`src/ex_pkg.sv`:
```
`default_nettype none

package ex_pkg;

    // Data word for pc, operands, immediates and results
    typedef logic [31:0] word_t;

    // Supported RV32I major opcodes
    typedef enum logic [6:0] {
        OP_LUI    = 7'b0110111,
        OP_AUIPC  = 7'b0010111,
        OP_JAL    = 7'b1101111,
        OP_JALR   = 7'b1100111,
        OP_BRANCH = 7'b1100011,
        OP_LOAD   = 7'b0000011,
        OP_STORE  = 7'b0100011,
        OP_I_TYPE = 7'b0010011,
        OP_R_TYPE = 7'b0110011,
        OP_SYSTEM = 7'b1110011
    } opcode_e;

    // ALU operations, low three bits follow funct3 for the RV32I ops
    typedef enum logic [3:0] {
        ALU_ADD      = 4'b0000,
        ALU_SLL      = 4'b0001,
        ALU_SLT      = 4'b0010,
        ALU_SLTU     = 4'b0011,
        ALU_XOR      = 4'b0100,
        ALU_SRL      = 4'b0101,
        ALU_OR       = 4'b0110,
        ALU_AND      = 4'b0111,
        ALU_SUB      = 4'b1000,
        ALU_CP_IN2   = 4'b1001,
        ALU_JALR_ADD = 4'b1010,
        ALU_CSRRC    = 4'b1011,
        ALU_SRA      = 4'b1101
    } alu_op_e;

    // Branch comparator ops, conditional ones reuse the funct3 code
    typedef enum logic [2:0] {
        BR_BEQ     = 3'b000,
        BR_BNE     = 3'b001,
        BR_JUMP    = 3'b010,
        BR_NO_JUMP = 3'b011,
        BR_BLT     = 3'b100,
        BR_BGE     = 3'b101,
        BR_BLTU    = 3'b110,
        BR_BGEU    = 3'b111
    } branch_op_e;

    // Decoded instruction queue between intake and execute
    localparam int QUEUE_DEPTH = 2;
    localparam int QUEUE_PTR_W = $clog2(QUEUE_DEPTH);
    // Count runs from 0 to QUEUE_DEPTH inclusive
    localparam int QUEUE_CNT_W = $clog2(QUEUE_DEPTH + 1);

endpackage

`default_nettype wire

```
`src/ex_alu.sv`:
```
`default_nettype none

module ex_alu import ex_pkg::*; (
    input  wire alu_op_e     alu_op,
    input  wire branch_op_e  branch_alu_op,
    input  wire word_t       in1,
    input  wire word_t       in2,
    input  wire word_t       cmp1,
    input  wire word_t       cmp2,
    output word_t            result,
    output logic             taken
);

    logic [4:0] shamt;
    word_t      sum;
    logic       eq;
    logic       lt_s;
    logic       lt_u;

    assign shamt = in2[4:0];
    assign sum   = in1 + in2;

    always_comb begin
        case (alu_op)
            ALU_ADD:      result = sum;
            ALU_SUB:      result = in1 - in2;
            ALU_SLL:      result = in1 << shamt;
            ALU_SLT:      result = {31'b0, $signed(in1) < $signed(in2)};
            ALU_SLTU:     result = {31'b0, in1 < in2};
            ALU_XOR:      result = in1 ^ in2;
            ALU_SRL:      result = in1 >> shamt;
            ALU_SRA:      result = $signed(in1) >>> shamt;
            ALU_OR:       result = in1 | in2;
            ALU_AND:      result = in1 & in2;
            ALU_CP_IN2:   result = in2;
            // Jump target has bit 0 cleared
            ALU_JALR_ADD: result = sum & ~32'd1;
            ALU_CSRRC:    result = in1 & ~in2;
            default:      result = sum;
        endcase
    end

    // Comparator works on the raw register operands
    assign eq   = (cmp1 == cmp2);
    assign lt_s = ($signed(cmp1) < $signed(cmp2));
    assign lt_u = (cmp1 < cmp2);

    always_comb begin
        case (branch_alu_op)
            BR_BEQ:     taken = eq;
            BR_BNE:     taken = !eq;
            BR_BLT:     taken = lt_s;
            BR_BGE:     taken = !lt_s;
            BR_BLTU:    taken = lt_u;
            BR_BGEU:    taken = !lt_u;
            BR_JUMP:    taken = 1'b1;
            BR_NO_JUMP: taken = 1'b0;
            default:    taken = 1'b0;
        endcase
    end

endmodule

`default_nettype wire

```
`src/ex_ctrl.sv`:
```
`default_nettype none

module ex_ctrl import ex_pkg::*; (
    input  wire opcode_e     opcode,
    input  wire logic [2:0]  funct3,
    input  wire logic [6:0]  funct7,
    input  wire word_t       data1,
    input  wire word_t       data2,
    input  wire word_t       pc,
    input  wire word_t       imm,
    input  wire word_t       z_,
    output word_t            in1,
    output word_t            in2,
    output branch_op_e       branch_alu_op,
    output alu_op_e          alu_op
);

    // ALU input selection
    always_comb begin
        case (opcode)
            OP_LUI, OP_AUIPC, OP_JAL, OP_BRANCH: begin
                in1 = pc;
                in2 = imm;
            end
            OP_JALR, OP_LOAD, OP_STORE, OP_I_TYPE: begin
                in1 = data1;
                in2 = imm;
            end
            OP_R_TYPE: begin
                in1 = data1;
                in2 = data2;
            end
            OP_SYSTEM: begin
                in1 = z_;
                // funct3 bit 2 picks the CSR immediate form
                in2 = funct3[2] ? imm : data1;
            end
            default: begin
                in1 = '0;
                in2 = '0;
            end
        endcase
    end

    // Branch comparator op
    always_comb begin
        case (opcode)
            OP_JAL, OP_JALR: branch_alu_op = BR_JUMP;
            OP_BRANCH:       branch_alu_op = branch_op_e'(funct3);
            default:         branch_alu_op = BR_NO_JUMP;
        endcase
    end

    // ALU op
    always_comb begin
        case (opcode)
            OP_LUI:  alu_op = ALU_CP_IN2;
            OP_JALR: alu_op = ALU_JALR_ADD;
            OP_R_TYPE, OP_I_TYPE: begin
                case (funct3)
                    // SUB only exists in register form
                    3'b000: begin
                        if (opcode == OP_R_TYPE)
                            alu_op = alu_op_e'({funct7[5], funct3});
                        else
                            alu_op = ALU_ADD;
                    end
                    // SRL or SRA in both forms
                    3'b101:  alu_op = alu_op_e'({funct7[5], funct3});
                    default: alu_op = alu_op_e'({1'b0, funct3});
                endcase
            end
            OP_SYSTEM: begin
                case (funct3[1:0])
                    2'b01:   alu_op = ALU_CP_IN2;
                    2'b10:   alu_op = ALU_OR;
                    2'b11:   alu_op = ALU_CSRRC;
                    default: alu_op = ALU_ADD;
                endcase
            end
            // AUIPC, JAL, branches, loads and stores add
            default: alu_op = ALU_ADD;
        endcase
    end

endmodule

`default_nettype wire

```
`src/ex_issue.sv`:
```
`default_nettype none

module ex_issue import ex_pkg::*; (
    input  wire logic        clk,
    input  wire logic        arst_n,
    input  wire logic        in_req,
    input  wire word_t       in_instr,
    input  wire word_t       in_pc,
    input  wire word_t       in_rs1,
    input  wire word_t       in_rs2,
    input  wire word_t       in_csr,
    input  wire logic        full,
    output logic             in_ack,
    output logic             push,
    output opcode_e          q_opcode,
    output logic [2:0]       q_funct3,
    output logic [6:0]       q_funct7,
    output word_t            q_pc,
    output word_t            q_data1,
    output word_t            q_data2,
    output word_t            q_imm,
    output word_t            q_z
);

    typedef enum logic {
        IDLE,
        ACKED
    } state_e;

    state_e  state;
    opcode_e opcode;
    word_t   imm;
    logic    accept;

    assign opcode = opcode_e'(in_instr[6:0]);

    // Immediate by instruction format
    always_comb begin
        case (opcode)
            OP_LUI, OP_AUIPC:
                imm = {in_instr[31:12], 12'b0};
            OP_JAL:
                imm = {{11{in_instr[31]}}, in_instr[31], in_instr[19:12],
                       in_instr[20], in_instr[30:21], 1'b0};
            OP_JALR, OP_LOAD, OP_I_TYPE:
                imm = {{20{in_instr[31]}}, in_instr[31:20]};
            OP_STORE:
                imm = {{20{in_instr[31]}}, in_instr[31:25], in_instr[11:7]};
            OP_BRANCH:
                imm = {{19{in_instr[31]}}, in_instr[31], in_instr[7],
                       in_instr[30:25], in_instr[11:8], 1'b0};
            // CSR immediate is the zero-extended rs1 field
            OP_SYSTEM:
                imm = {27'b0, in_instr[19:15]};
            default:
                imm = '0;
        endcase
    end

    // New request, previous one fully released, room in the queue
    assign accept = (state == IDLE) && in_req && !full;
    assign in_ack = (state == ACKED);

    always_ff @(posedge clk or negedge arst_n) begin
        if (!arst_n) begin
            state <= IDLE;
            push  <= 1'b0;
        end else begin
            push <= accept;
            case (state)
                IDLE:    if (accept) state <= ACKED;
                ACKED:   if (!in_req) state <= IDLE;
                default: state <= IDLE;
            endcase
        end
    end

    // Decoded fields are held for the queue write on the next edge
    always_ff @(posedge clk) begin
        if (accept) begin
            q_opcode <= opcode;
            q_funct3 <= in_instr[14:12];
            q_funct7 <= in_instr[31:25];
            q_pc     <= in_pc;
            q_data1  <= in_rs1;
            q_data2  <= in_rs2;
            q_imm    <= imm;
            q_z      <= in_csr;
        end
    end

endmodule

`default_nettype wire

```
`src/ex_queue.sv`:
```
`default_nettype none

module ex_queue import ex_pkg::*; (
    input  wire logic        clk,
    input  wire logic        arst_n,
    input  wire logic        push,
    input  wire logic        pop,
    input  wire opcode_e     q_opcode,
    input  wire logic [2:0]  q_funct3,
    input  wire logic [6:0]  q_funct7,
    input  wire word_t       q_pc,
    input  wire word_t       q_data1,
    input  wire word_t       q_data2,
    input  wire word_t       q_imm,
    input  wire word_t       q_z,
    output opcode_e          h_opcode,
    output logic [2:0]       h_funct3,
    output logic [6:0]       h_funct7,
    output word_t            h_pc,
    output word_t            h_data1,
    output word_t            h_data2,
    output word_t            h_imm,
    output word_t            h_z,
    output logic             full,
    output logic             empty
);

    opcode_e    mem_opcode [QUEUE_DEPTH];
    logic [2:0] mem_funct3 [QUEUE_DEPTH];
    logic [6:0] mem_funct7 [QUEUE_DEPTH];
    word_t      mem_pc     [QUEUE_DEPTH];
    word_t      mem_data1  [QUEUE_DEPTH];
    word_t      mem_data2  [QUEUE_DEPTH];
    word_t      mem_imm    [QUEUE_DEPTH];
    word_t      mem_z      [QUEUE_DEPTH];

    logic [QUEUE_PTR_W-1:0] wr_ptr;
    logic [QUEUE_PTR_W-1:0] rd_ptr;
    logic [QUEUE_CNT_W-1:0] count;
    logic                   do_push;
    logic                   do_pop;

    assign full    = (count == QUEUE_CNT_W'(QUEUE_DEPTH));
    assign empty   = (count == '0);
    assign do_push = push && !full;
    assign do_pop  = pop && !empty;

    always_ff @(posedge clk or negedge arst_n) begin
        if (!arst_n) begin
            wr_ptr <= '0;
            rd_ptr <= '0;
            count  <= '0;
        end else begin
            if (do_push)
                wr_ptr <= (wr_ptr == QUEUE_PTR_W'(QUEUE_DEPTH - 1)) ? '0 : wr_ptr + 1'b1;
            if (do_pop)
                rd_ptr <= (rd_ptr == QUEUE_PTR_W'(QUEUE_DEPTH - 1)) ? '0 : rd_ptr + 1'b1;
            // Simultaneous push and pop leaves the count unchanged
            if (do_push && !do_pop)
                count <= count + 1'b1;
            else if (do_pop && !do_push)
                count <= count - 1'b1;
        end
    end

    always_ff @(posedge clk) begin
        if (do_push) begin
            mem_opcode[wr_ptr] <= q_opcode;
            mem_funct3[wr_ptr] <= q_funct3;
            mem_funct7[wr_ptr] <= q_funct7;
            mem_pc[wr_ptr]     <= q_pc;
            mem_data1[wr_ptr]  <= q_data1;
            mem_data2[wr_ptr]  <= q_data2;
            mem_imm[wr_ptr]    <= q_imm;
            mem_z[wr_ptr]      <= q_z;
        end
    end

    // Head entry, valid while not empty
    assign h_opcode = mem_opcode[rd_ptr];
    assign h_funct3 = mem_funct3[rd_ptr];
    assign h_funct7 = mem_funct7[rd_ptr];
    assign h_pc     = mem_pc[rd_ptr];
    assign h_data1  = mem_data1[rd_ptr];
    assign h_data2  = mem_data2[rd_ptr];
    assign h_imm    = mem_imm[rd_ptr];
    assign h_z      = mem_z[rd_ptr];

endmodule

`default_nettype wire

```
`src/ex_stage.sv`:
```
`default_nettype none

module ex_stage import ex_pkg::*; (
    input  wire logic        clk,
    input  wire logic        arst_n,
    input  wire opcode_e     h_opcode,
    input  wire logic [2:0]  h_funct3,
    input  wire logic [6:0]  h_funct7,
    input  wire word_t       h_pc,
    input  wire word_t       h_data1,
    input  wire word_t       h_data2,
    input  wire word_t       h_imm,
    input  wire word_t       h_z,
    input  wire logic        empty,
    input  wire logic        out_ack,
    output logic             pop,
    output logic             out_req,
    output word_t            out_result,
    output logic             out_taken
);

    typedef enum logic [1:0] {
        IDLE,
        REQ,
        WAIT_LOW
    } state_e;

    state_e     state;
    word_t      in1;
    word_t      in2;
    branch_op_e branch_alu_op;
    alu_op_e    alu_op;
    word_t      result;
    logic       taken;

    ex_ctrl i_ctrl (
        .opcode        (h_opcode),
        .funct3        (h_funct3),
        .funct7        (h_funct7),
        .data1         (h_data1),
        .data2         (h_data2),
        .pc            (h_pc),
        .imm           (h_imm),
        .z_            (h_z),
        .in1           (in1),
        .in2           (in2),
        .branch_alu_op (branch_alu_op),
        .alu_op        (alu_op)
    );

    ex_alu i_alu (
        .alu_op        (alu_op),
        .branch_alu_op (branch_alu_op),
        .in1           (in1),
        .in2           (in2),
        .cmp1          (h_data1),
        .cmp2          (h_data2),
        .result        (result),
        .taken         (taken)
    );

    // Take the head only with the output handshake fully released
    assign pop     = (state == IDLE) && !out_ack && !empty;
    assign out_req = (state == REQ);

    always_ff @(posedge clk or negedge arst_n) begin
        if (!arst_n) begin
            state <= IDLE;
        end else begin
            case (state)
                IDLE:     if (pop) state <= REQ;
                REQ:      if (out_ack) state <= WAIT_LOW;
                WAIT_LOW: if (!out_ack) state <= IDLE;
                default:  state <= IDLE;
            endcase
        end
    end

    // Output payload stays put for the whole handshake
    always_ff @(posedge clk) begin
        if (pop) begin
            out_result <= result;
            out_taken  <= taken;
        end
    end

endmodule

`default_nettype wire

```
`src/ex_top.sv`:
```
`default_nettype none

module ex_top import ex_pkg::*; (
    input  wire logic   clk,
    input  wire logic   arst_n,
    input  wire logic   in_req,
    output logic        in_ack,
    input  wire word_t  in_instr,
    input  wire word_t  in_pc,
    input  wire word_t  in_rs1,
    input  wire word_t  in_rs2,
    input  wire word_t  in_csr,
    output logic        out_req,
    input  wire logic   out_ack,
    output word_t       out_result,
    output logic        out_taken
);

    // Intake to queue
    logic       push;
    logic       full;
    opcode_e    q_opcode;
    logic [2:0] q_funct3;
    logic [6:0] q_funct7;
    word_t      q_pc;
    word_t      q_data1;
    word_t      q_data2;
    word_t      q_imm;
    word_t      q_z;

    // Queue head to execute
    logic       pop;
    logic       empty;
    opcode_e    h_opcode;
    logic [2:0] h_funct3;
    logic [6:0] h_funct7;
    word_t      h_pc;
    word_t      h_data1;
    word_t      h_data2;
    word_t      h_imm;
    word_t      h_z;

    ex_issue i_issue (
        .clk      (clk),
        .arst_n   (arst_n),
        .in_req   (in_req),
        .in_instr (in_instr),
        .in_pc    (in_pc),
        .in_rs1   (in_rs1),
        .in_rs2   (in_rs2),
        .in_csr   (in_csr),
        .full     (full),
        .in_ack   (in_ack),
        .push     (push),
        .q_opcode (q_opcode),
        .q_funct3 (q_funct3),
        .q_funct7 (q_funct7),
        .q_pc     (q_pc),
        .q_data1  (q_data1),
        .q_data2  (q_data2),
        .q_imm    (q_imm),
        .q_z      (q_z)
    );

    ex_queue i_queue (
        .clk      (clk),
        .arst_n   (arst_n),
        .push     (push),
        .pop      (pop),
        .q_opcode (q_opcode),
        .q_funct3 (q_funct3),
        .q_funct7 (q_funct7),
        .q_pc     (q_pc),
        .q_data1  (q_data1),
        .q_data2  (q_data2),
        .q_imm    (q_imm),
        .q_z      (q_z),
        .h_opcode (h_opcode),
        .h_funct3 (h_funct3),
        .h_funct7 (h_funct7),
        .h_pc     (h_pc),
        .h_data1  (h_data1),
        .h_data2  (h_data2),
        .h_imm    (h_imm),
        .h_z      (h_z),
        .full     (full),
        .empty    (empty)
    );

    ex_stage i_stage (
        .clk        (clk),
        .arst_n     (arst_n),
        .h_opcode   (h_opcode),
        .h_funct3   (h_funct3),
        .h_funct7   (h_funct7),
        .h_pc       (h_pc),
        .h_data1    (h_data1),
        .h_data2    (h_data2),
        .h_imm      (h_imm),
        .h_z        (h_z),
        .empty      (empty),
        .out_ack    (out_ack),
        .pop        (pop),
        .out_req    (out_req),
        .out_result (out_result),
        .out_taken  (out_taken)
    );

endmodule

`default_nettype wire

```
`config.mk`:
```
export PLATFORM = sky130hd
export DESIGN_NAME = ex_top
export DESIGN_NICKNAME = d
export VERILOG_FILES = /design/src/ex_pkg.sv /design/src/ex_alu.sv /design/src/ex_ctrl.sv /design/src/ex_issue.sv /design/src/ex_queue.sv /design/src/ex_stage.sv /design/src/ex_top.sv
export SDC_FILE = /design/constraint.sdc
export NUM_CORES = 1
export LEC_CHECK = 0
export BUFFER_PORTS_ARGS = -buffer_cell sky130_fd_sc_hd__buf_4
export CAP_MARGIN = 20
export CORE_MARGIN = 2
export CORE_UTILIZATION = 50
export CTS_BUF_LIST = sky130_fd_sc_hd__clkbuf_2
export DETAILED_ROUTE_END_ITERATION = 8
export GPL_TIMING_DRIVEN = 1
export PLACE_DENSITY_LB_ADDON = 0.1
export SKIP_CTS_REPAIR_TIMING = 1
export SLEW_MARGIN = 30
export SYNTH_ARGS = -nofsm -noshare
export SYNTH_HDL_FRONTEND = slang
export SYNTH_SLANG_ARGS = --single-unit
export TNS_END_PERCENT = 1
```
`constraint.sdc`:
```
create_clock -name clk -period 16.5 [get_ports clk]
set_clock_uncertainty 0.05 [all_clocks]
set_input_delay 3.3 -clock clk [delete_from_list [all_inputs] [get_ports clk]]
set_output_delay 3.3 -clock clk [all_outputs]
set_load 0.05 [all_outputs]
```
### Word-level counts from Yosys, hierarchy flattened

Memories as Yosys holds them, arrays and structs flattened.
Cells that the tools add are included.

* bitwise logic cells: 6
* add/subtract/negate cells: 6
* muxes and demuxes: 24
* magnitude comparators: 4
* div/mod/pow operators: 0
* shifts and indexed selects: 3
* equal/unequal tests: 49
* multipliers: 0
* reductions and logical operators: 29

Operators with widths (number)
* $pmux W32 S12: 1
* $pmux W32 S3: 2
* $pmux W32 S6: 1
* $lt A32 B32 Y1: 4
* $and A32 B32 Y32: 2
* $eq A7 B7 Y1 const B: 8
* $eq A7 B6 Y1 const B: 5
* $add A32 B32 Y32: 1
* $eq A32 B32 Y1: 1
* $mux W32: 1
* $not A32 Y32: 1
* $or A32 B32 Y32: 1
* $shl A32 B5 Y32: 1
* $shr A32 B5 Y32: 1
* $sshr A32 B5 Y32: 1
* $sub A32 B32 Y32: 1
* $xor A32 B32 Y32: 1
* $eq A7 B5 Y1 const B: 4
* $eq A4 B4 Y1 const B: 5
* $eq A4 B3 Y1 const B: 4
* $pmux W4 S4: 1
* $eq A3 B3 Y1 const B: 5
* $eq A7 B2 Y1 const B: 2
* $pmux W4 S3: 1
* other kinds (31): 66

* ROM bits: 0
* logic and storage cells: 145
* input bits: 164
* output and inout bits: 35
* latch bits: 0
* bits in writable memories: 354
* register bits: 218
* memories: 8

Memory list
* i_queue.mem_data1: depth 2, bits a word 32, read ports 1, clocked after Yosys merged registers in 0, write ports 1, line ex_queue.sv:32 `word_t mem_data1 [QUEUE_DEPTH];`
* i_queue.mem_data2: depth 2, bits a word 32, read ports 1, clocked after Yosys merged registers in 0, write ports 1, line ex_queue.sv:33 `word_t mem_data2 [QUEUE_DEPTH];`
* i_queue.mem_imm: depth 2, bits a word 32, read ports 1, clocked after Yosys merged registers in 0, write ports 1, line ex_queue.sv:34 `word_t mem_imm [QUEUE_DEPTH];`
* i_queue.mem_pc: depth 2, bits a word 32, read ports 1, clocked after Yosys merged registers in 0, write ports 1, line ex_queue.sv:31 `word_t mem_pc [QUEUE_DEPTH];`
* i_queue.mem_z: depth 2, bits a word 32, read ports 1, clocked after Yosys merged registers in 0, write ports 1, line ex_queue.sv:35 `word_t mem_z [QUEUE_DEPTH];`
* i_queue.mem_funct7: depth 2, bits a word 7, read ports 1, clocked after Yosys merged registers in 0, write ports 1, line ex_queue.sv:30 `logic [6:0] mem_funct7 [QUEUE_DEPTH];`
* +2 memories

### Longest topological paths before layout

* depth after elaboration: 7
* depth in mapped cells: 27
* mapped depth without buffers: 19

### Hierarchy

A second synthesis with hierarchy kept.

* cells, all modules: 2708
* area total of the unflattened synthesis: 32655.1 um2

Modules (own cells, without submodules)
* ex_queue: cells an instance 570, area each 13392.8 um2, sequential area each 10730.3 um2, instances 1
* ex_alu: cells an instance 1530, area each 10254.8 um2, sequential area each 0.0 um2, instances 1
* ex_issue: cells an instance 262, area each 5982.0 um2, sequential area each 5365.1 um2, instances 1
* ex_ctrl: cells an instance 305, area each 1939.4 um2, sequential area each 0.0 um2, instances 1
* ex_stage: cells an instance 41, area each 1086.0 um2, sequential area each 1041.0 um2, instances 1

### Least setup slack after synthesis

Ideal clock, no wire load.

* path type: flip-flop to flip-flop
* from: reg i_queue.count[0]
* to: mem i_queue.mem_data1[0][0] in the netlist's numbering, enable pin
* stages on the path, launching flop included: 4
* data required time: 15.746 ns
* data arrival time: 7.762 ns
* setup slack: 7.984 ns
* buffers on the path: 0
* clock period less this slack: 8.516 ns
* setup time: 0.704 ns
* path through: dfrtp_1 -> nand2b_1 -> nand2_1 -> nor2_1

* word-level cells in the longest chain between the ends: 5

RTL lines
* start, declared: line ex_queue.sv:39 `logic [QUEUE_CNT_W-1:0] count;`
* start signal, assigned: line ex_queue.sv:60 `count <= count + 1'b1;`
* start signal, assigned: line ex_queue.sv:62 `count <= count - 1'b1;`
* $eq A2 B2 Y1: line ex_queue.sv:43 `assign full = (count == QUEUE_CNT_W'(QUEUE_DEPTH));`
* $logic_not A1 Y1: line ex_queue.sv:45 `assign do_push = push && !full;`
* $logic_and A1 B1 Y1: line ex_queue.sv:45
* $mux W1: line ex_queue.sv:67 `if (do_push) begin`
* $mux W1 (not written as such): line ex_queue.sv:72 `mem_data1[wr_ptr] <= q_data1;`
* end, declared: line ex_queue.sv:32

No other way between the ends.

### Final worst setup path

* from: reg i_queue.rd_ptr
* to: reg i_stage.out_result[26], data pin

* word-level cells in the longest chain between the ends: 7
* elaborated cells between the ends (all ways): 57
* classes of those cells: 2 x add/sub; 26 x eq/ne; 3 x shift; 8 x mux; 5 x bitwise; 5 x reduce/logical; 8 x memory

RTL lines
* start, declared: line ex_queue.sv:38 `logic [QUEUE_PTR_W-1:0] rd_ptr;`
* start signal, assigned: line ex_queue.sv:57 `rd_ptr <= (rd_ptr == QUEUE_PTR_W'(QUEUE_DEPTH - 1)) ? '0 : rd_ptr + 1'b1;`
* branches (longest 6 deep; another with $add A32 B32 Y32)
* $pmux W32 S12 (*): line ex_alu.sv:24 `case (alu_op)`
* via i_stage.i_alu.result[26]: line ex_alu.sv:10 `output word_t result,`
* end signal, assigned: line ex_stage.sv:82 `out_result <= result;`
* end, declared: line ex_stage.sv:18 `output word_t out_result,`

Mark *: on every way through the listed nets, which the timed path passes.
A chain may end at the register's enable or synchronous reset.

==> impl_metrics.py <==
metrics = {
    "clock_network": {
        "cts_max_level": 4,
        "clk_latency_ns": 1.30,
        "clkSinkCount": 554,
        "clkTransAtPathRegs_ns": 0.11,
        "cts_buffers": 141,
        "cts_tree": "yes",
        "cts_root_buffer": "clkbuf_2",
        "max-clock-path-buffers": 3,
    },
    "detailed_routing": {
        "drt_iter0_drc": 3154,
        "wire_per_inst_um": 29.8,
        "drc": 0,
        "via_per_inst": 6.61,
        "routed_wl_um": 114000,
        "vias": 25200,
        "dr.pass1.iters": 6,
        "ant_nets": 0,
    },
    "synth": {
        "synth_top_area_cell": "edfxtp_1",
        "synth_ff_type": "edfxtp_1",
        "synth-async-reset-ratio_pct": 1.44,
        "yosys_register_bits": 554,
        "ys_types": 97,
        "netlist_area_mm2": 0.0308,
        "yosysTopAreaCellShare_pct": 53.3,
        "ys_warn_count": 0,
        "synthTopCellsByArea": "edfxtp_1 (53%), ha_1 (5.2%), mux2_2 (4.5%), a21oi_1 (2.9%), mux2i_1 (2.6%)",
        "synth_nets": 2955,
        "synth.top_cells.by_count": "edfxtp_1 (546), nand2_1 (183), a21oi_1 (177), nor2_1 (156), o21ai_0 (139)",
        "synth_cells": 2660,
        "synth_area_per_cell_um2": 11.6,
        "synth-seq-area-share_pct": 54.0,
        "synth_edf_count": 546,
        "synth.most_common_cell": "edfxtp_1",
    },
    "placed_design": {
        "gp_congestion": 1.03,
        "placed_cell_area_mm2": 0.0332,
        "buffer_ports.inserted": 198,
        "dp_hpwl_um": 83300,
    },
    "floorplanning": {
        "die_height_um": 252,
        "die_w_um": 252,
        "coreArea_mm2": 0.0606,
        "ios": 199,
        "initial_core_util_pct": 50.8,
        "rows": 90,
        "dieArea_mm2": 0.0635,
    },
    "timing": {
        "fin_crit_ns": 7.68,
        "fmax_mhz": 130,
        "maxSlewViolCount": 0,
        "worst_hold_slack_ns": 0.321,
        "rsz0062_at_grt": "false",
        "period_share_pct": 46.5,
        "worst_pin_slew_ns": 1.20,
        "slew_headroom_pct": 19.6,
        "finalSetupTns_ns": 0,
        "final-setup-viol-count": 0,
        "hold_violations": 0,
    },
    "global_route": {
        "grt_overflow": 0,
        "first_global_vias": 24400,
        "grt_max_degree": 172,
        "antenna_found_initial": 4,
        "grtUsageTotal_pct": 35.4,
        "grt_pass1_wl_um": 163000,
    },
    "power_and_ir_drop": {
        "p_int_uw": 3010,
        "power_density_mw_per_mm2": 153,
        "switchingPower_uw": 2270,
        "vdd_drop_max_uv": 99.3,
        "switching_share_pct": 43.0,
        "p_clk_share_pct": 17.7,
        "power.leakage_uw": 0.0131,
        "share_comb_of_total_power_pct": 44.6,
        "power_frac_seq_pct": 37.6,
    },
    "critical_path": {
        "worst-setup-path-type": "flop to flop",
        "crit_arrival_ns": 8.66,
        "critical-path-max-stage-delay_ns": 0.69,
        "endpoint_kind": "flop",
        "start_kind": "flop",
        "critPathTopFamily": "compound AO/OA/AOI/OAI gates",
        "worstPathRequired_ns": 17.49,
        "path_buf_inv": 4,
        "cp_slowest_cell": "buf_4",
        "cp_max_fo": 55,
        "cp_common_cell": "buf_4",
        "rrSetupSlack_ns": 8.82,
        "crit_chain": "buf_4 -> mux2_2 -> a211o_1 -> a21oi_1 -> o211ai_1 -> nand2_2 -> buf_4 -> inv_2 -> buf_4 -> ha_1 -> o21bai_1 -> a21boi_0 -> o21bai_1 -> o211ai_1 -> a211oi_1 -> nor3_1 -> o21ai_0 -> a21oi_1 -> mux2_2 -> nor4_1 -> a22oi_1",
    },
    "cells_and_area": {
        "seq_area_mm2": 0.0166,
        "multi_input_area_mm2": 0.0131,
        "syn2layout_area_growth_pct": 12.4,
        "fillers": 5153,
        "utilization_pct": 57.0,
        "final_nets": 3221,
        "final_cell_area_mm2": 0.0346,
        "layout-drive-gt1-share_pct": 22.8,
    },
    "run_status": {
        "status": "finished clean",
    },
    "hold_path": {
        "hold_path.class": "flop to flop",
    },
    "flow_run": {
        "max_cap_viol_count": 0,
    },
}
[power by group through the flow]
| stage | registers, uW | logic (uW) | clock network (uW) |
|---|---|---|---|
| 5_1_grt | 2010 | 2480 | 1030 |
| 3_5_place_dp | 2020 | 2270 | 0 |
| 2_1_floorplan | 2080 | 1460 | 0 |
| 6_report | 1980 | 2350 | 936 |
| 3_3_place_gp | 2010 | 2250 | 0 |
| 4_1_cts | 1990 | 2280 | 964 |
[cell usage in the layout, fill, tap and decap left out, types with 22 or more instances in the layout]
master    count
o211ai_1     58
o21a_1       23
nand3_1     105
a222oi_1     29
a21o_1       41
buf_4       275
mux2_2      122
o221ai_1     25
a221oi_1     24
a31oi_1      25
clkinv_1     22
a211oi_1     26
edfxtp_1    546
mux2i_1      80
o21ai_0     138
inv_1       100
a21oi_1     177
clkbuf_2    197
nor3_1       73
ha_1        129
xnor2_1      35
nor2_1      152
nand2_1     182
[metrics by stage]
stage	std cells	total power, uW	setup slack [ns]
after floorplan	2660	3540	7.98
after global placement	3560	4260	9.14
after detailed placement	3561	4290	9.05
after CTS	3799	5230	9.09
after global routing	3809	5520	8.46
final	3811	5270	8.82
[state kept, by name (all words and copies together), names as in the netlist, 64 cells and up]
signal,cells
i_queue.mem_data1,64
i_queue.mem_data2,64
i_queue.mem_imm,64
i_queue.mem_pc,64
i_queue.mem_z,64
[metal layers]
metal	share of wire, %	track usage (%)
met5	0.011	0
met4	5.5	18.7
met3	10	9.62
met2	46	54.9
met1	39	45.6
[worst paths after layout]
path	start	to	depth (start not counted)
setup / recovery	i_queue.rd_ptr	i_stage.out_result[26]	21
hold / removal	i_issue.q_z[14]	i_queue.mem_z[0][14]	0
setup reg to reg	i_queue.rd_ptr	i_stage.out_result[26]	21
hold reg to reg	i_issue.q_z[14]	i_queue.mem_z[0][14]	0
max in group asynchronous	arst_n	i_queue.count[1]	1
min in group asynchronous	arst_n	i_queue.rd_ptr	1
[worst reg2reg max path, delay by kind of cell, from the launching register on]
| kind | cells | cell delay, ns |
|---|---|---|
| adders and majority gates | 1 | 0.34 |
| and+or+nand+nor | 3 | 1.09 |
| DFF | 1 | 0.67 |
| buffers and inverters | 4 | 1.63 |
| AOI/OAI and AO/OA | 11 | 2.85 |
| muxes | 2 | 0.83 |
[final cells by class]
type                            instances  share of cell area, %
Sequential cell                       554                   48.0
Tap cell                              782                   2.83
Clock buffer                          197                   2.85
Multi-Input combinational cell       1842                   38.0
Timing Repair Buffer                  282                   6.24
Inverter                              105                   1.14
Clock inverter                         41                  0.844
Antenna cell                            8                 0.0579
[kinds of logic (layout without fill, tap and decap cells)]
kind of cell / count (synthesis) / in the layout / share of synthesized area [%]
multiplexers: 204 / 204 / 7.19
flip-flops: 554 / 554 / 54.0
AND/OR/NAND/NOR: 655 / 655 / 10.1
AO/OA/AOI/OAI: 810 / 810 / 18.4
buffers and inverters: 264 / 625 / 3.78
XOR/XNOR: 42 / 42 / 1.20
other: 0 / 8 / 0
adder cells (fa/ha/maj): 131 / 131 / 5.38
Power figures use the tool's default switching activity.
